$ cat config.mk
export PLATFORM = sky130hd
export DESIGN_NAME = pcie_axi_bridge
export DESIGN_NICKNAME = d
export VERILOG_FILES = /design/src/pcie_tlp_pkg.sv /design/src/axi_lite_pkg.sv /design/src/pcie_axi_bridge.sv /design/src/completion_builder.sv /design/src/mem_req_to_axi.sv /design/src/bar_config_regs.sv /design/src/sync_fifo.sv
export SDC_FILE = /design/constraint.sdc
export NUM_CORES = 1
export LEC_CHECK = 0
export BUFFER_PORTS_ARGS = -buffer_cell sky130_fd_sc_hd__buf_2
export CAP_MARGIN = 20
export CORE_MARGIN = 8
export CORE_UTILIZATION = 26
export CTS_CLUSTER_DIAMETER = 150
export DETAILED_ROUTE_END_ITERATION = 6
export GPL_TIMING_DRIVEN = 0
export PLACE_DENSITY = 0.38
export SYNTH_ARGS = -nofsm -noshare
export SYNTH_HDL_FRONTEND = slang
export SYNTH_HIERARCHICAL = 1
export SYNTH_SLANG_ARGS = --single-unit
$ cat constraint.sdc
create_clock -name axi_clk -period 12.4 [get_ports axi_clk]
set_clock_uncertainty 0.05 [all_clocks]
set_input_delay 0.62 -clock axi_clk [delete_from_list [all_inputs] [get_ports axi_clk]]
set_output_delay 0.62 -clock axi_clk [all_outputs]
set_load 0.005 [all_outputs]
$ cat src/pcie_tlp_pkg.sv
package pcie_tlp_pkg;

  localparam int NUM_BARS          = 6;
  localparam int BAR_APERTURE_BITS = 12;
  localparam int OUTSTANDING_BITS  = 3;
  localparam int REQ_FIFO_BITS     = 2;

  typedef logic [2:0] bar_idx_t;

  // Completion status codes
  localparam logic [2:0] CPL_SC = 3'd0;
  localparam logic [2:0] CPL_CA = 3'd4;

  // One-dword memory request, already decoded
  typedef struct packed {
    bar_idx_t    bar;
    logic [31:0] addr;
    logic [3:0]  first_be;
    logic        write;
    logic [31:0] data;
    logic [7:0]  tag;
    logic [15:0] requester_id;
    logic [2:0]  tc;
    logic [2:0]  attr;
  } pcie_req_t;

  // Kept per outstanding read
  typedef struct packed {
    logic [7:0]  tag;
    logic [15:0] requester_id;
    logic [2:0]  tc;
    logic [2:0]  attr;
    logic [6:0]  lower_addr;
    logic [3:0]  first_be;
  } tag_rec_t;

  typedef struct packed {
    logic [7:0]  tag;
    logic [15:0] requester_id;
    logic [2:0]  tc;
    logic [2:0]  attr;
    logic [6:0]  lower_addr;
    logic [2:0]  byte_count;
    logic [2:0]  status;
    logic [31:0] data;
  } cpl_t;

endpackage

$ cat src/axi_lite_pkg.sv
package axi_lite_pkg;

  localparam int CFG_ADDR_BITS = 5;
  localparam int CFG_NUM_BASES = 6;

  typedef logic [31:0]              axi_addr_t;
  typedef logic [31:0]              axi_data_t;
  typedef logic [3:0]               axi_strb_t;
  typedef logic [1:0]               axi_resp_t;
  typedef logic [CFG_ADDR_BITS-1:0] cfg_addr_t;

  localparam axi_resp_t AXI_RESP_OKAY   = 2'b00;
  localparam axi_resp_t AXI_RESP_SLVERR = 2'b10;

  // Shared by AW and AR
  typedef struct packed {
    axi_addr_t  addr;
    logic [2:0] prot;
  } axi_aw_t;

  typedef struct packed {
    axi_data_t data;
    axi_strb_t strb;
  } axi_w_t;

  typedef struct packed {
    axi_data_t data;
    axi_resp_t resp;
  } axi_r_t;

  typedef axi_addr_t [CFG_NUM_BASES-1:0] bar_bases_t;

  // BAR0 in the lowest word
  localparam bar_bases_t BAR_BASE_RESET = {
    32'h1000_0000, 32'h2000_0000, 32'h3000_0000,
    32'h4000_0000, 32'h5000_0000, 32'h6000_0000
  };

endpackage
$ cat src/pcie_axi_bridge.sv
`timescale 1ns/100ps

module pcie_axi_bridge
  import pcie_tlp_pkg::*, axi_lite_pkg::*;
(
  input  logic      axi_clk,
  input  logic      axi_aresetn,
  input  pcie_req_t req,
  input  logic      req_valid,
  output logic      req_ready,
  output cpl_t      cpl,
  output logic      cpl_valid,
  input  logic      cpl_ready,
  output axi_aw_t   m_aw,
  output logic      m_aw_valid,
  input  logic      m_aw_ready,
  output axi_w_t    m_w,
  output logic      m_w_valid,
  input  logic      m_w_ready,
  input  axi_resp_t m_bresp,
  input  logic      m_bvalid,
  output logic      m_bready,
  output axi_aw_t   m_ar,
  output logic      m_ar_valid,
  input  logic      m_ar_ready,
  input  axi_r_t    m_r,
  input  logic      m_r_valid,
  output logic      m_r_ready,
  input  axi_aw_t   s_aw,
  input  logic      s_aw_valid,
  output logic      s_aw_ready,
  input  axi_w_t    s_w,
  input  logic      s_w_valid,
  output logic      s_w_ready,
  output axi_resp_t s_bresp,
  output logic      s_bvalid,
  input  logic      s_bready,
  input  axi_aw_t   s_ar,
  input  logic      s_ar_valid,
  output logic      s_ar_ready,
  output axi_r_t    s_r,
  output logic      s_r_valid,
  input  logic      s_r_ready
);

  logic [2:0] rst_sync_q;
  logic       core_resetn;
  bar_bases_t bar_bases;
  pcie_req_t  req_head;
  logic       req_head_valid;
  logic       req_head_ready;
  tag_rec_t   tag_push_rec;
  logic       tag_push;
  logic       tag_full;
  logic       tag_empty;
  tag_rec_t   tag_head;
  logic       tag_valid;
  logic       tag_pop;

  //////////////////////////////////////////////////
  // Reset synchronizer
  //////////////////////////////////////////////////

  // Async assert, release after three edges
  always_ff @(posedge axi_clk or negedge axi_aresetn) begin
    if (!axi_aresetn) begin
      rst_sync_q <= 3'b000;
    end else begin
      rst_sync_q <= {rst_sync_q[1:0], 1'b1};
    end
  end

  assign core_resetn = rst_sync_q[2];

  //////////////////////////////////////////////////
  // Instances
  //////////////////////////////////////////////////

  bar_config_regs bar_config_regs_i (
    .axi_clk     (axi_clk),
    .axi_aresetn (core_resetn),
    .s_aw        (s_aw),
    .s_aw_valid  (s_aw_valid),
    .s_aw_ready  (s_aw_ready),
    .s_w         (s_w),
    .s_w_valid   (s_w_valid),
    .s_w_ready   (s_w_ready),
    .s_bresp     (s_bresp),
    .s_bvalid    (s_bvalid),
    .s_bready    (s_bready),
    .s_ar        (s_ar),
    .s_ar_valid  (s_ar_valid),
    .s_ar_ready  (s_ar_ready),
    .s_r         (s_r),
    .s_r_valid   (s_r_valid),
    .s_r_ready   (s_r_ready),
    .bar_bases   (bar_bases)
  );

  sync_fifo #(
    .T          (pcie_req_t),
    .DEPTH_BITS (REQ_FIFO_BITS)
  ) req_fifo_i (
    .axi_clk     (axi_clk),
    .axi_aresetn (core_resetn),
    .push_data   (req),
    .push_valid  (req_valid),
    .push_ready  (req_ready),
    .pop_data    (req_head),
    .pop_valid   (req_head_valid),
    .pop_ready   (req_head_ready),
    .empty       (),
    .full        ()
  );

  mem_req_to_axi mem_req_to_axi_i (
    .axi_clk     (axi_clk),
    .axi_aresetn (core_resetn),
    .req         (req_head),
    .req_valid   (req_head_valid),
    .req_ready   (req_head_ready),
    .bar_bases   (bar_bases),
    .m_aw        (m_aw),
    .m_aw_valid  (m_aw_valid),
    .m_aw_ready  (m_aw_ready),
    .m_w         (m_w),
    .m_w_valid   (m_w_valid),
    .m_w_ready   (m_w_ready),
    .m_bvalid    (m_bvalid),
    .m_bready    (m_bready),
    .m_ar        (m_ar),
    .m_ar_valid  (m_ar_valid),
    .m_ar_ready  (m_ar_ready),
    .tag_rec     (tag_push_rec),
    .tag_push    (tag_push),
    .tag_full    (tag_full),
    .tag_empty   (tag_empty)
  );

  // Outstanding reads, oldest at the head
  sync_fifo #(
    .T          (tag_rec_t),
    .DEPTH_BITS (OUTSTANDING_BITS)
  ) tag_fifo_i (
    .axi_clk     (axi_clk),
    .axi_aresetn (core_resetn),
    .push_data   (tag_push_rec),
    .push_valid  (tag_push),
    .push_ready  (),
    .pop_data    (tag_head),
    .pop_valid   (tag_valid),
    .pop_ready   (tag_pop),
    .empty       (tag_empty),
    .full        (tag_full)
  );

  completion_builder completion_builder_i (
    .axi_clk     (axi_clk),
    .axi_aresetn (core_resetn),
    .m_r         (m_r),
    .m_r_valid   (m_r_valid),
    .m_r_ready   (m_r_ready),
    .tag_rec     (tag_head),
    .tag_valid   (tag_valid),
    .tag_pop     (tag_pop),
    .cpl         (cpl),
    .cpl_valid   (cpl_valid),
    .cpl_ready   (cpl_ready)
  );

  // Writes are posted, m_bresp is not checked

endmodule

$ cat src/completion_builder.sv
`timescale 1ns/100ps

module completion_builder
  import pcie_tlp_pkg::*, axi_lite_pkg::*;
(
  input  logic     axi_clk,
  input  logic     axi_aresetn,
  input  axi_r_t   m_r,
  input  logic     m_r_valid,
  output logic     m_r_ready,
  input  tag_rec_t tag_rec,
  input  logic     tag_valid,
  output logic     tag_pop,
  output cpl_t     cpl,
  output logic     cpl_valid,
  input  logic     cpl_ready
);

  logic       r_fire;
  logic [2:0] byte_count;

  // R only moves when a record waits and the output slot frees up
  assign m_r_ready = tag_valid && (!cpl_valid || cpl_ready);
  assign r_fire    = m_r_valid && m_r_ready;
  assign tag_pop   = r_fire;

  // Span from lowest to highest enabled byte
  always_comb begin
    casez (tag_rec.first_be)
      4'b1??1: byte_count = 3'd4;
      4'b01?1: byte_count = 3'd3;
      4'b1?10: byte_count = 3'd3;
      4'b0011,
      4'b0110,
      4'b1100: byte_count = 3'd2;
      default: byte_count = 3'd1;
    endcase
  end

  always_ff @(posedge axi_clk) begin
    if (r_fire) begin
      cpl.tag          <= tag_rec.tag;
      cpl.requester_id <= tag_rec.requester_id;
      cpl.tc           <= tag_rec.tc;
      cpl.attr         <= tag_rec.attr;
      cpl.lower_addr   <= tag_rec.lower_addr;
      cpl.byte_count   <= byte_count;
      cpl.status       <= (m_r.resp == AXI_RESP_OKAY) ? CPL_SC : CPL_CA;
      cpl.data         <= m_r.data;
    end
  end

  always_ff @(posedge axi_clk or negedge axi_aresetn) begin
    if (!axi_aresetn) begin
      cpl_valid <= 1'b0;
    end else if (r_fire) begin
      cpl_valid <= 1'b1;
    end else if (cpl_ready) begin
      cpl_valid <= 1'b0;
    end
  end

endmodule

$ cat src/mem_req_to_axi.sv
`timescale 1ns/100ps

module mem_req_to_axi
  import pcie_tlp_pkg::*, axi_lite_pkg::*;
(
  input  logic       axi_clk,
  input  logic       axi_aresetn,
  input  pcie_req_t  req,
  input  logic       req_valid,
  output logic       req_ready,
  input  bar_bases_t bar_bases,
  output axi_aw_t    m_aw,
  output logic       m_aw_valid,
  input  logic       m_aw_ready,
  output axi_w_t     m_w,
  output logic       m_w_valid,
  input  logic       m_w_ready,
  input  logic       m_bvalid,
  output logic       m_bready,
  output axi_aw_t    m_ar,
  output logic       m_ar_valid,
  input  logic       m_ar_ready,
  output tag_rec_t   tag_rec,
  output logic       tag_push,
  input  logic       tag_full,
  input  logic       tag_empty
);

  typedef enum logic [1:0] {ST_IDLE, ST_READ, ST_WRITE, ST_RESP} state_t;

  state_t     state;
  axi_addr_t  base;
  axi_addr_t  addr_q;
  logic       aw_done;
  logic       w_done;
  logic       aw_fire;
  logic       w_fire;
  logic       ar_fire;
  logic [1:0] be_offset;

  //////////////////////////////////////////////////
  // Translation
  //////////////////////////////////////////////////

  always_comb begin
    base = '0;
    for (int i = 0; i < NUM_BARS; i++) begin
      if (req.bar == bar_idx_t'(i)) begin
        base = bar_bases[i];
      end
    end
  end

  // Offset of the lowest enabled byte
  always_comb begin
    casez (req.first_be)
      4'b???1: be_offset = 2'd0;
      4'b??10: be_offset = 2'd1;
      4'b?100: be_offset = 2'd2;
      4'b1000: be_offset = 2'd3;
      default: be_offset = 2'd0;
    endcase
  end

  always_ff @(posedge axi_clk) begin
    if (state == ST_IDLE && req_valid) begin
      addr_q <= {base[31:BAR_APERTURE_BITS], req.addr[BAR_APERTURE_BITS-1:2], 2'b00};
    end
  end

  //////////////////////////////////////////////////
  // AXI channels
  //////////////////////////////////////////////////

  assign m_ar = '{addr: addr_q, prot: 3'b000};
  assign m_aw = '{addr: addr_q, prot: 3'b000};
  assign m_w  = '{data: req.data, strb: req.first_be};

  // Writes wait for every outstanding read to drain
  assign m_ar_valid = (state == ST_READ) && !tag_full;
  assign m_aw_valid = (state == ST_WRITE) && tag_empty && !aw_done;
  assign m_w_valid  = (state == ST_WRITE) && tag_empty && !w_done;
  assign m_bready   = (state == ST_RESP);

  assign ar_fire = m_ar_valid && m_ar_ready;
  assign aw_fire = m_aw_valid && m_aw_ready;
  assign w_fire  = m_w_valid && m_w_ready;

  assign tag_push = ar_fire;
  assign tag_rec  = '{
    tag:          req.tag,
    requester_id: req.requester_id,
    tc:           req.tc,
    attr:         req.attr,
    lower_addr:   {req.addr[6:2], be_offset},
    first_be:     req.first_be
  };

  // Head stays in the FIFO until its transaction is done
  assign req_ready = ar_fire || (m_bready && m_bvalid);

  always_ff @(posedge axi_clk or negedge axi_aresetn) begin
    if (!axi_aresetn) begin
      state   <= ST_IDLE;
      aw_done <= 1'b0;
      w_done  <= 1'b0;
    end else begin
      case (state)
        ST_IDLE: begin
          if (req_valid) begin
            state <= req.write ? ST_WRITE : ST_READ;
          end
        end
        ST_READ: begin
          if (ar_fire) begin
            state <= ST_IDLE;
          end
        end
        ST_WRITE: begin
          aw_done <= aw_done || aw_fire;
          w_done  <= w_done || w_fire;
          if ((aw_done || aw_fire) && (w_done || w_fire)) begin
            aw_done <= 1'b0;
            w_done  <= 1'b0;
            state   <= ST_RESP;
          end
        end
        ST_RESP: begin
          if (m_bvalid) begin
            state <= ST_IDLE;
          end
        end
        default: state <= ST_IDLE;
      endcase
    end
  end

endmodule

$ cat src/bar_config_regs.sv
`timescale 1ns/100ps

module bar_config_regs
  import axi_lite_pkg::*;
(
  input  logic       axi_clk,
  input  logic       axi_aresetn,
  input  axi_aw_t    s_aw,
  input  logic       s_aw_valid,
  output logic       s_aw_ready,
  input  axi_w_t     s_w,
  input  logic       s_w_valid,
  output logic       s_w_ready,
  output axi_resp_t  s_bresp,
  output logic       s_bvalid,
  input  logic       s_bready,
  input  axi_aw_t    s_ar,
  input  logic       s_ar_valid,
  output logic       s_ar_ready,
  output axi_r_t     s_r,
  output logic       s_r_valid,
  input  logic       s_r_ready,
  output bar_bases_t bar_bases
);

  cfg_addr_t wr_addr;
  cfg_addr_t rd_addr;
  logic      wr_en;
  logic      rd_en;
  axi_data_t rd_data;
  axi_data_t rd_data_q;

  assign wr_addr = s_aw.addr[CFG_ADDR_BITS-1:0];
  assign rd_addr = s_ar.addr[CFG_ADDR_BITS-1:0];

  // AW and W are taken in the same cycle
  assign wr_en      = s_aw_valid && s_w_valid && !s_bvalid;
  assign s_aw_ready = s_w_valid && !s_bvalid;
  assign s_w_ready  = s_aw_valid && !s_bvalid;

  assign s_ar_ready = !s_r_valid;
  assign rd_en      = s_ar_valid && s_ar_ready;

  assign s_bresp = AXI_RESP_OKAY;
  assign s_r     = '{data: rd_data_q, resp: AXI_RESP_OKAY};

  always_ff @(posedge axi_clk or negedge axi_aresetn) begin
    if (!axi_aresetn) begin
      bar_bases <= BAR_BASE_RESET;
    end else if (wr_en) begin
      for (int i = 0; i < CFG_NUM_BASES; i++) begin
        if (wr_addr[CFG_ADDR_BITS-1:2] == i) begin
          for (int b = 0; b < $bits(axi_strb_t); b++) begin
            if (s_w.strb[b]) begin
              bar_bases[i][8*b +: 8] <= s_w.data[8*b +: 8];
            end
          end
        end
      end
    end
  end

  // Offsets past the last base decode to zero
  always_comb begin
    rd_data = '0;
    for (int i = 0; i < CFG_NUM_BASES; i++) begin
      if (rd_addr[CFG_ADDR_BITS-1:2] == i) begin
        rd_data = bar_bases[i];
      end
    end
  end

  always_ff @(posedge axi_clk) begin
    if (rd_en) begin
      rd_data_q <= rd_data;
    end
  end

  always_ff @(posedge axi_clk or negedge axi_aresetn) begin
    if (!axi_aresetn) begin
      s_bvalid  <= 1'b0;
      s_r_valid <= 1'b0;
    end else begin
      if (wr_en) begin
        s_bvalid <= 1'b1;
      end else if (s_bready) begin
        s_bvalid <= 1'b0;
      end
      if (rd_en) begin
        s_r_valid <= 1'b1;
      end else if (s_r_ready) begin
        s_r_valid <= 1'b0;
      end
    end
  end

endmodule

$ cat src/sync_fifo.sv
`timescale 1ns/100ps

module sync_fifo #(
  parameter type T          = logic,
  parameter int  DEPTH_BITS = 2
) (
  input  logic axi_clk,
  input  logic axi_aresetn,
  input  T     push_data,
  input  logic push_valid,
  output logic push_ready,
  output T     pop_data,
  output logic pop_valid,
  input  logic pop_ready,
  output logic empty,
  output logic full
);

  T                      mem [2**DEPTH_BITS];
  logic [DEPTH_BITS-1:0] wr_ptr;
  logic [DEPTH_BITS-1:0] rd_ptr;
  logic [DEPTH_BITS:0]   count;
  logic [DEPTH_BITS:0]   count_next;
  logic                  push_fire;
  logic                  pop_fire;

  assign empty     = (count == '0);
  assign full      = count[DEPTH_BITS];
  assign pop_valid = !empty;
  assign pop_data  = mem[rd_ptr];
  assign push_fire = push_valid && push_ready;
  assign pop_fire  = pop_valid && pop_ready;

  always_comb begin
    count_next = count;
    if (push_fire && !pop_fire) begin
      count_next = count + 1'b1;
    end else if (pop_fire && !push_fire) begin
      count_next = count - 1'b1;
    end
  end

  always_ff @(posedge axi_clk) begin
    if (push_fire) begin
      mem[wr_ptr] <= push_data;
    end
  end

  // Ready tracks not-full, held low in reset
  always_ff @(posedge axi_clk or negedge axi_aresetn) begin
    if (!axi_aresetn) begin
      wr_ptr     <= '0;
      rd_ptr     <= '0;
      count      <= '0;
      push_ready <= 1'b0;
    end else begin
      if (push_fire) begin
        wr_ptr <= wr_ptr + 1'b1;
      end
      if (pop_fire) begin
        rd_ptr <= rd_ptr + 1'b1;
      end
      count      <= count_next;
      push_ready <= !count_next[DEPTH_BITS];
    end
  end

endmodule

==> impl_table.tex, run 1 <==
\begin{tabular}{lr}
\hline
Metric & Value \\
\hline
\multicolumn{2}{l}{\textbf{Detailed routing}} \\
Routed wire length & 118000 µm \\
Number of detailed-route iterations in the first pass & 6 \\
Number of antenna-violating nets in the routed design & 0 \\
Vias after detailed routing & around 22000 \\
Routed via count divided by cell count & about 4.5 \\
Post-DR wirelength/cell & 23.9 µm \\
Count of unresolved DRC violations after routing & 0 \\
Number of violations reported at the end of detailed-routing iteration 0 & $\sim$1400 \\
\multicolumn{2}{l}{\textbf{STA}} \\
Count of endpoints failing setup in the final report & 0 \\
Final setup TNS & 0 ps \\
Setup repair after global routing missed its margin & false \\
Min Tclk post-route & between 3000 and 4000 ps \\
Relative max-transition margin & 0.415 \\
Pins Over Slew Limit & 0 \\
Share of the clock period used by the worst path after layout & 0.308 \\
Worst slew pin tran & just under 900 ps \\
Achievable clock frequency & approximately 0.26 GHz \\
Total count of hold-check failures in the final report & 0 \\
\multicolumn{2}{l}{\textbf{Power}} \\
Static power due to leakage & roughly 19 nW \\
Worst IR Drop VDD & about 0.13 mV \\
Power consumption & 10.9 mW \\
Power Density & roughly 210 mW/mm² \\
\multicolumn{2}{l}{\textbf{Critical path}} \\
Kind of start point of the critical path & flop \\
Crit path largest cell delay & 590 ps \\
Cell depth of the worst setup path & 12 \\
CP max-delay cell & nor2b\_4 \\
Worst R2R Setup Slack & 8590 ps \\
Buffering stage count on the worst path with inverters included & 3 \\
Kind of capture point of the worst setup path & flop \\
Data required time at the worst endpoint & approximately 13000 ps \\
Reg-to-reg startpoint & tag\_fifo\_i/count[0] \\
Logic depth of the worst register-to-register path & 12 \\
Launching element of the worst setup path & tag\_fifo\_i/count[0] \\
Arrival time worst endpoint & 4410 ps \\
Maximum net fanout on the critical path & 19 \\
Category of the most critical setup path & flop to flop \\
Sequence of cells on the critical path & inv\_1, ha\_1, or3b\_2, nand2\_1, nor2b\_4, buf\_16, nand2\_1, ha\_1, clkbuf\_1, and3\_1, or4\_1, o31ai\_1 \\
Critical path's top delay family & simple AND/OR/NAND/NOR gates \\
\multicolumn{2}{l}{\textbf{CTS}} \\
Post-CTS setup repair buffer count & 0 \\
Number of buffers added by the clock tree synthesis step & $\sim$120 \\
Number of hold-repair buffers added at the cts stage & about 100 \\
Post-CTS resize count & 0 \\
Number of levels the H-tree was split into & 3 \\
Cell at the root of the clock tree & clkbuf\_16 \\
TritonCTS clock tree & yes \\
Largest buffer count on any clock path & 3 \\
Clk\_lat worst skew & $\sim$740 ps \\
Number of sinks on the clock net & approximately 1000 \\
Clock slew seen by the registers of the worst setup and hold paths & 60 ps \\
\multicolumn{2}{l}{\textbf{Global routing}} \\
Total congestion overflow & 0 \\
Initial antenna violation count & 25 \\
First-pass GRT wire length & about 170000 µm \\
Total global-route track usage & 0.136 \\
Maximum number of pins on one net before global-route repair & 69 \\
Vias in the first global route & 24100 \\
\multicolumn{2}{l}{\textbf{Worst hold path}} \\
Min-delay worst type & input pin to flop \\
\multicolumn{2}{l}{\textbf{Cells and area}} \\
Most used cells in the layout excluding fill and tap cells & edfxtp\_1 (783), buf\_2 (405), mux2\_2 (251), dfrtp\_1 (211), buf\_4 (126) \\
Net count of the finished layout & 3037 \\
Design Area, Final & around 0.05 mm² \\
Area Overhead vs Synth & 25.0\% \\
Number of fill cells & 15200 \\
Most common cell after layout, fill and taps aside & edfxtp\_1 \\
Proportion of layout cells with a drive suffix above 1 & 0.406 \\
Finished Layout Cells & between 4000 and 5000 \\
\multicolumn{2}{l}{\textbf{Logic synthesis}} \\
Yosys Warn Count & 6 \\
Summed instance area of the synthesized netlist & just over 0.04 mm² \\
Syn Area/Cell & 19.2 µm² \\
Cell count after synthesis & 2114 \\
\multicolumn{2}{l}{\textbf{Floorplanning}} \\
Boundary pin count & 487 \\
Width of the die & between 400 and 500 µm \\
Number of standard-cell rows in the floorplan & about 150 \\
Vertical extent of the die & between 400 and 500 µm \\
Placeable core region & 0.156 mm² \\
Starting utilization of the core area & 0.261 \\
Die area & about 0.17 mm² \\
\multicolumn{2}{l}{\textbf{Placement}} \\
Sum of net half-perimeters after detailed placement & approximately 78000 µm \\
Number of buffers inserted by port buffering & roughly 380 \\
Gpl congestion & between 0.7 and 0.8 \\
Placed cell count & 4602 \\
Placed cell areas & between 0.04 and 0.05 mm² \\
\multicolumn{2}{l}{\textbf{Flow run}} \\
Max-cap violations & 0 \\
\multicolumn{2}{l}{\textbf{Run status}} \\
Outcome & completed \\
\hline
\end{tabular}
[worst register-to-register path: stages (launching register included)]
cell,delay [ps]
dfrtp_1,450
inv_1,90
ha_1,230
or3b_2,470
nand2_1,190
nor2b_4,590
buf_16,250
nand2_1,180
ha_1,240
clkbuf_1,190
and3_1,210
or4_1,500
o31ai_1,80
[where the power goes]
group	leakage [nW]	internal [mW]	switching (mW)
clock	1.84	1.99	1.40
sequential	9.98	4.41	0.191
combinational	6.70	1.32	1.61
total	18.5	7.72	3.20
[area by class of cell]
cell class                      count  area, µm²  share of cell area
Antenna cell                       12       30.0            0.000591
Buffer                            227       1640              0.0322
Clock buffer                      153       3100              0.0611
Clock inverter                     68        671              0.0132
Inverter                           22       82.6             0.00163
Multi-Input combinational cell    874      10000               0.197
Sequential cell                  1004      29100               0.572
Tap cell                         2058       2570              0.0507
Timing Repair Buffer              518       3640              0.0716
[per-stage QoR]
stage | utilization | setup WS (ps) | hold slack [ps]
2_1_floorplan | - | 5780 | 274
3_3_place_gp | 0.290 | 1960 | 288
3_5_place_dp | 0.295 | 8590 | 288
4_1_cts | 0.326 | 8580 | 0.0843
5_1_grt | 0.326 | 8370 | 33.1
6_report | 0.326 | 8590 | 71.7
[state kept, by name, summed over array words and instances (netlist names), 2 cells and up, named ones only]
| register | flops |
|---|---|
| bar_config_regs_i/rd_data_q | 32 |
| mem_req_to_axi_i/state | 2 |
| rst_sync_q | 3 |
| mem_req_to_axi_i/addr_q | 30 |
| tag_fifo_i/rd_ptr | 3 |
| completion_builder_i/cpl | 73 |
| bar_config_regs_i/bar_bases | 192 |
| req_fifo_i/wr_ptr | 2 |
| tag_fifo_i/mem | 328 |
| req_fifo_i/mem | 320 |
| req_fifo_i/count | 2 |
| tag_fifo_i/wr_ptr | 3 |
| tag_fifo_i/count | 3 |
| req_fifo_i/rd_ptr | 2 |
[per-layer routing]
metal / vias to the layer above / global-route usage / part of all wire
met2: 544 / 0.228 / 0.48
met3: 172 / 0.0310 / 0.059
met5: - / 0 / 0.00061
met4: 10 / 0.0364 / 0.020
li1: 9729 / - / -
met1: 11700 / 0.178 / 0.44
[worst min path at each step]
| stage | start | cells past startpoint | endpoint | slack (ps) |
|---|---|---|---|---|
| after global routing | req[65] | 1 | req_fifo_i/mem[2][65] | 30 |
| after floorplan | axi_aresetn | 0 | rst_sync_q[0] | 270 |
| after detailed placement | rst_sync_q[0] | 0 | rst_sync_q[1] | 290 |
| final | req[3] | 1 | req_fifo_i/mem[2][3] | 70 |
| after global placement | rst_sync_q[1] | 0 | rst_sync_q[2] | 290 |
| after CTS | req[3] | 1 | req_fifo_i/mem[2][3] | 0.08 |
Power figures use the tool's default switching activity.
==> inputs of run 2 (changes only) <==
- clock period: 12.4 -> 4 ns (I/O delays scaled with it)
==> impl_table.tex, run 2 (same netlist as run 1, synthesis figures left out) <==
\begin{tabular}{lr}
\hline
Metric & Value \\
\hline
\multicolumn{2}{l}{\textbf{Run status}} \\
Outcome & completed \\
\multicolumn{2}{l}{\textbf{Critical path}} \\
Arrival time worst endpoint & 4080 ps \\
Kind of capture point of the worst setup path & flop \\
Logic depth of the worst register-to-register path & 13 \\
Launching element of the worst setup path & tag\_fifo\_i/count[0] \\
Reg-to-reg startpoint & tag\_fifo\_i/count[0] \\
Category of the most critical setup path & flop to flop \\
Data required time at the worst endpoint & 4580 ps \\
Kind of start point of the critical path & flop \\
Maximum net fanout on the critical path & 17 \\
Worst R2R Setup Slack & between 400 and 500 ps \\
\multicolumn{2}{l}{\textbf{Detailed routing}} \\
Vias after detailed routing & 22500 \\
Number of violations reported at the end of detailed-routing iteration 0 & roughly 1100 \\
Routed via count divided by cell count & 4.50 \\
Amount of wire on met3 after detailed routing & around 6500 µm \\
Post-DR wirelength/cell & between 20 and 25 µm \\
Number of detailed-route iterations in the first pass & 5 \\
Top sig layer & met5 \\
Count of unresolved DRC violations after routing & 0 \\
Amount of wire on met2 after detailed routing & approximately 58000 µm \\
Number of antenna-violating nets in the routed design & 0 \\
Routed wire length & about 120000 µm \\
Length of routed wiring on met1 & between 50000 and 60000 µm \\
\multicolumn{2}{l}{\textbf{Cells and area}} \\
Largest registers in the final layout & tag\_fifo\_i/mem (328), req\_fifo\_i/mem (320), bar\_config\_regs\_i/bar\_bases (192) \\
Area Overhead vs Synth & 27.4\% \\
Proportion of layout cells with a drive suffix above 1 & 0.402 \\
Final design utilization & 0.333 \\
Area taken by flip-flops and latches & roughly 0.029 mm² \\
Net count of the finished layout & $\sim$3100 \\
Number of fill cells & 15000 \\
Finished Layout Cells & 4995 \\
Most used cells in the layout excluding fill and tap cells & edfxtp\_1 (783), buf\_2 (405), mux2\_2 (251), dfrtp\_1 (211), dlygate4sd3\_1 (162) \\
Flip-flop count of the largest register, all copies and words added & about 330 \\
Most common cell after layout, fill and taps aside & edfxtp\_1 \\
Area used by multi-input combinational logic & 0.0100 mm² \\
Largest reg by FF count & tag\_fifo\_i/mem \\
\multicolumn{2}{l}{\textbf{Global routing}} \\
Initial antenna violation count & 24 \\
Total congestion overflow & 0 \\
Maximum number of pins on one net before global-route repair & between 60 and 70 \\
Total global-route track usage & 0.137 \\
Vias in the first global route & between 20000 and 25000 \\
First-pass GRT wire length & roughly 170000 µm \\
\multicolumn{2}{l}{\textbf{Placement}} \\
Placed cell count & around 4600 \\
Sum of net half-perimeters after detailed placement & 80400 µm \\
Gpl congestion & around 0.74 \\
Number of buffers inserted by port buffering & roughly 380 \\
Post-placement worst setup slack & around 35 ps \\
\multicolumn{2}{l}{\textbf{STA}} \\
Pins Over Slew Limit & 0 \\
Count of endpoints failing setup in the final report & 0 \\
Share of the clock period used by the worst path after layout & 0.877 \\
Relative max-transition margin & 0.374 \\
Worst setup margin & 492 ps \\
Worst slew pin tran & between 900 and 1000 ps \\
Achievable clock frequency & between 0.2 and 0.3 GHz \\
Setup repair after global routing missed its margin & false \\
Total count of hold-check failures in the final report & 0 \\
Min Tclk post-route & 3510 ps \\
\multicolumn{2}{l}{\textbf{Power}} \\
Combinational share of power & 0.270 \\
Cell internal pwr & roughly 24 mW \\
Static power due to leakage & between 15 and 20 nW \\
Power Density & 663 mW/mm² \\
Worst IR Drop VDD & 0.308 mV \\
P\_sw & between 9 and 10 mW \\
Relative contribution of the clock network to total power & 0.315 \\
Share of power burned in registers & 0.416 \\
Switching share of total power & 0.290 \\
\multicolumn{2}{l}{\textbf{Flow run}} \\
Max-cap violations & 0 \\
\multicolumn{2}{l}{\textbf{CTS}} \\
Cell at the root of the clock tree & clkbuf\_16 \\
Largest buffer count on any clock path & 3 \\
Number of buffers added by the clock tree synthesis step & roughly 120 \\
TritonCTS clock tree & yes \\
Post-CTS resize count & 0 \\
Number of levels the H-tree was split into & 3 \\
Number of sinks on the clock net & around 1000 \\
Clock slew seen by the registers of the worst setup and hold paths & 60 ps \\
Clk\_lat worst skew & roughly 700 ps \\
\multicolumn{2}{l}{\textbf{Floorplanning}} \\
Placeable core region & around 0.16 mm² \\
Boundary pin count & 487 \\
Die area & between 0.15 and 0.2 mm² \\
Number of standard-cell rows in the floorplan & 145 \\
Starting utilization of the core area & 0.261 \\
Vertical extent of the die & between 400 and 500 µm \\
Width of the die & approximately 410 µm \\
\multicolumn{2}{l}{\textbf{Worst hold path}} \\
Min-delay worst type & flop to async pin \\
\hline
\end{tabular}
==> run 2: cell count changes in the layout (fill, tap and decap cells not counted), moves of 2 or more <==
cell,delta
nor3_2,-2
buf_8,-2
diode_2,-4
bufinv_16,+3
clkbuf_8,+4
clkinvlp_4,+3
clkbuf_1,-12
buf_12,-5
clkbuf_16,+2
buf_16,+14
buf_6,-6
nor3_4,+2
dlygate4sd3_1,+61
==> run 2: per-stage QoR <==
stage	hold slack [ps]	cell area [µm²]	total power, mW	TNS [ps]
finish	91.3	51800	34.3	0
global route	79.3	51800	36.0	0
CTS	42.1	51700	35.1	0
detailed placement	-46.8	46200	23.9	0
global placement	-50.9	45200	23.5	-1590310
floorplan	-146	40700	20.0	0
==> run 2: layer usage <==
metal	track usage	vias up
li1	-	9838
met1	0.177	11800
met2	0.230	612
met3	0.0307	185
met4	0.0421	8
met5	0	-
==> run 2: power by group through the flow <==
stage          combinational, mW  sequential [mW]  clock, mW
4_1_cts                     9.56             14.3       11.2
5_1_grt                     10.0             14.4       11.6
3_3_place_gp                8.85             14.7          0
2_1_floorplan               5.58             14.4          0
6_report                    9.26             14.3       10.8
3_5_place_dp                9.37             14.5          0
==> run 2: area by class of cell <==
class	count	area share
Inverter	22	0.00159
Sequential cell	1004	0.561
Clock buffer	147	0.0611
Antenna cell	8	0.000387
Tap cell	2058	0.0497
Buffer	227	0.0316
Clock inverter	74	0.0150
Timing Repair Buffer	581	0.0858
Multi-Input combinational cell	874	0.194
==> run 2: how the worst min path moves through the flow <==
stage	slack (ps)	depth (start not counted)	to
final	90	0	req_fifo_i/wr_ptr[0]
after global placement	-50	1	rst_sync_q[0]
after floorplan	-150	0	rst_sync_q[0]
after CTS	40	4	bar_config_regs_i/bar_bases[106]
after global routing	80	4	bar_config_regs_i/bar_bases[108]
after detailed placement	-50	1	rst_sync_q[0]
==> run 2: worst max-delay path, cell delays in order (launching register included) <==
cell      delay, ps
dfrtp_1         440
inv_1            80
ha_1            230
or3b_2          460
nand2_1         190
nor2b_4         210
buf_16          180
buf_16          180
nand2_1         160
ha_1            240
clkbuf_1        190
and3_1          210
or4_1           490
o31ai_1          80
==> run 2: timing repair <==
action                                  4_1_cts  5_1_grt
hold endpoints to repair                    617        0
endpoints found under the setup margin        0        4
setup buffers                                 0        2
hold buffers                                162        0
==> inputs of run 3 (changes only) <==
- ABC_AREA: unset -> 1
==> impl_table.tex, run 3 <==
\begin{tabular}{lr}
\hline
Metric & Value \\
\hline
\multicolumn{2}{l}{\textbf{Global routing}} \\
Total global-route track usage & 0.152 \\
First-pass GRT wire length & about 200000 µm \\
Vias in the first global route & between 20000 and 30000 \\
Total congestion overflow & 0 \\
Initial antenna violation count & 26 \\
Maximum number of pins on one net before global-route repair & 61 \\
\multicolumn{2}{l}{\textbf{Power}} \\
Worst IR Drop VDD & roughly 0.42 mV \\
Static power due to leakage & 19.9 nW \\
Power Density & roughly 740 mW/mm² \\
\multicolumn{2}{l}{\textbf{Cells and area}} \\
Area taken by flip-flops and latches & about 0.029 mm² \\
Proportion of layout cells with a drive suffix above 1 & 0.192 \\
Most common cell after layout, fill and taps aside & edfxtp\_1 \\
Area Overhead vs Synth & 26.5\% \\
Net count of the finished layout & between 4000 and 5000 \\
Largest registers in the final layout & tag\_fifo\_i/mem (328), req\_fifo\_i/mem (320), bar\_config\_regs\_i/bar\_bases (192) \\
Most used cells in the layout excluding fill and tap cells & edfxtp\_1 (783), nand2\_1 (588), nor2\_1 (541), buf\_2 (416), o21ai\_0 (416) \\
Number of fill cells & 16100 \\
Flip-flop count of the largest register, all copies and words added & between 300 and 400 \\
Area used by multi-input combinational logic & $\sim$0.0095 mm² \\
Largest reg by FF count & tag\_fifo\_i/mem \\
Finished Layout Cells & approximately 6500 \\
\multicolumn{2}{l}{\textbf{STA}} \\
Share of the clock period used by the worst path after layout & 0.919 \\
Setup repair after global routing missed its margin & false \\
Worst hold slack after final layout & 68.5 ps \\
Total count of hold-check failures in the final report & 0 \\
Count of endpoints failing setup in the final report & 0 \\
Relative max-transition margin & 0.354 \\
Final setup TNS & 0 ps \\
Min Tclk post-route & approximately 3700 ps \\
Worst slew pin tran & about 960 ps \\
Achievable clock frequency & roughly 0.27 GHz \\
Pins Over Slew Limit & 0 \\
\multicolumn{2}{l}{\textbf{Detailed routing}} \\
Number of detailed-route iterations in the first pass & 5 \\
Routed wire length & 135000 µm \\
Routed via count divided by cell count & $\sim$4.4 \\
Post-DR wirelength/cell & around 21 µm \\
Number of antenna-violating nets in the routed design & 0 \\
Count of unresolved DRC violations after routing & 0 \\
Vias after detailed routing & about 28000 \\
Number of violations reported at the end of detailed-routing iteration 0 & roughly 1600 \\
\multicolumn{2}{l}{\textbf{Placement}} \\
Number of buffers inserted by port buffering & 381 \\
Placed cell count & 6071 \\
Sum of net half-perimeters after detailed placement & 92900 µm \\
Gpl congestion & roughly 0.77 \\
\multicolumn{2}{l}{\textbf{CTS}} \\
Number of hold-repair buffers added at the cts stage & around 170 \\
TritonCTS clock tree & yes \\
Cell at the root of the clock tree & clkbuf\_16 \\
Number of sinks on the clock net & around 1000 \\
Number of levels the H-tree was split into & 3 \\
Largest buffer count on any clock path & 3 \\
Post-CTS resize count & 0 \\
Post-CTS setup repair buffer count & 0 \\
Clock slew seen by the registers of the worst setup and hold paths & 60 ps \\
Clk\_lat worst skew & 750 ps \\
Number of buffers added by the clock tree synthesis step & 117 \\
\multicolumn{2}{l}{\textbf{Critical path}} \\
Kind of start point of the critical path & flop \\
Arrival time worst endpoint & about 3400 ps \\
Last element of the critical path & m\_w[1] \\
Most repeated library cell on the critical path & buf\_4 \\
Data required time at the worst endpoint & $\sim$3800 ps \\
Worst R2R Setup Slack & between 600 and 700 ps \\
Launching element of the worst setup path & req\_fifo\_i/rd\_ptr[1] \\
Reg-to-reg startpoint & req\_fifo\_i/rd\_ptr[1] \\
Maximum net fanout on the critical path & 10 \\
Endpoint of the worst register-to-register path & tag\_fifo\_i/mem[7][4] \\
Logic depth of the worst register-to-register path & 7 \\
Kind of capture point of the worst setup path & output pin \\
Sequence of cells on the critical path & inv\_1, buf\_4, clkbuf\_1, o21ai\_1, o22ai\_1, buf\_4, buf\_2 \\
CP max-delay cell & o22ai\_1 \\
Crit path largest cell delay & 740 ps \\
Category of the most critical setup path & flop to output pin \\
\multicolumn{2}{l}{\textbf{Floorplanning}} \\
Die area & 0.171 mm² \\
Vertical extent of the die & about 410 µm \\
Boundary pin count & 487 \\
Width of the die & slightly above 400 µm \\
Placeable core region & roughly 0.16 mm² \\
Number of standard-cell rows in the floorplan & $\sim$150 \\
Starting utilization of the core area & 0.261 \\
\multicolumn{2}{l}{\textbf{Logic synthesis}} \\
Summed instance area of the synthesized netlist & $\sim$0.041 mm² \\
Cell count after synthesis & 3569 \\
Syn Area/Cell & 11.5 µm² \\
Yosys Warn Count & 6 \\
\multicolumn{2}{l}{\textbf{Run status}} \\
Outcome & completed \\
\multicolumn{2}{l}{\textbf{Worst hold path}} \\
Min-delay worst type & input pin to flop \\
\multicolumn{2}{l}{\textbf{Flow run}} \\
Max-cap violations & 0 \\
\hline
\end{tabular}
run 3: cell type report:
type | count | share of cell area
plain buffers | 320 | 0.0417
flip-flops and latches | 1004 | 0.558
repair buffers | 584 | 0.0831
multi-input cells | 2083 | 0.181
well taps | 2072 | 0.0498
inverters | 175 | 0.0128
clock buffers | 144 | 0.0591
clock inverters | 78 | 0.0142
diodes | 4 | 0.000192
run 3: how the worst min path moves through the flow:
stage	start	end	slack (ps)	depth (start not counted)
after floorplan	axi_aresetn	rst_sync_q[0]	-150	0
after global placement	axi_aresetn	rst_sync_q[0]	-50	1
after detailed placement	axi_aresetn	rst_sync_q[0]	-50	1
after CTS	m_r_valid	completion_builder_i/cpl[42]	3	4
after global routing	m_r_valid	completion_builder_i/cpl[42]	30	4
final	m_r_valid	completion_builder_i/cpl[42]	70	4
run 3: critical path, delay by kind of cell (launching register included):
kind                   cells  cell delay (ps)
AOI/OAI and AO/OA          2              880
buffers and inverters      5             1330
DFF                        1              470
run 3: power breakdown:
group          internal, mW  switching (mW)
clock network          6.06            4.52
registers              14.2           0.702
logic                  4.39            8.51
run 3: layer usage:
layer / wire length [µm] / global-route usage / vias to the layer above
met5: 39 / 0 / -
met4: 4630 / 0.0483 / 6
met3: 5260 / 0.0243 / 239
met2: 66200 / 0.264 / 621
met1: 58600 / 0.193 / 13700
li1: - / - / 13700
run 3: stage by stage:
step	setup slack (ps)	total power, mW	instance area [µm²]	util
2_1_floorplan	-69.2	22.2	41300	-
3_3_place_gp	-3260	27.7	45800	0.290
3_5_place_dp	596	28.3	46600	0.295
4_1_cts	260	39.2	52100	0.330
5_1_grt	145	40.7	52100	0.330
6_report	325	38.4	52100	0.330
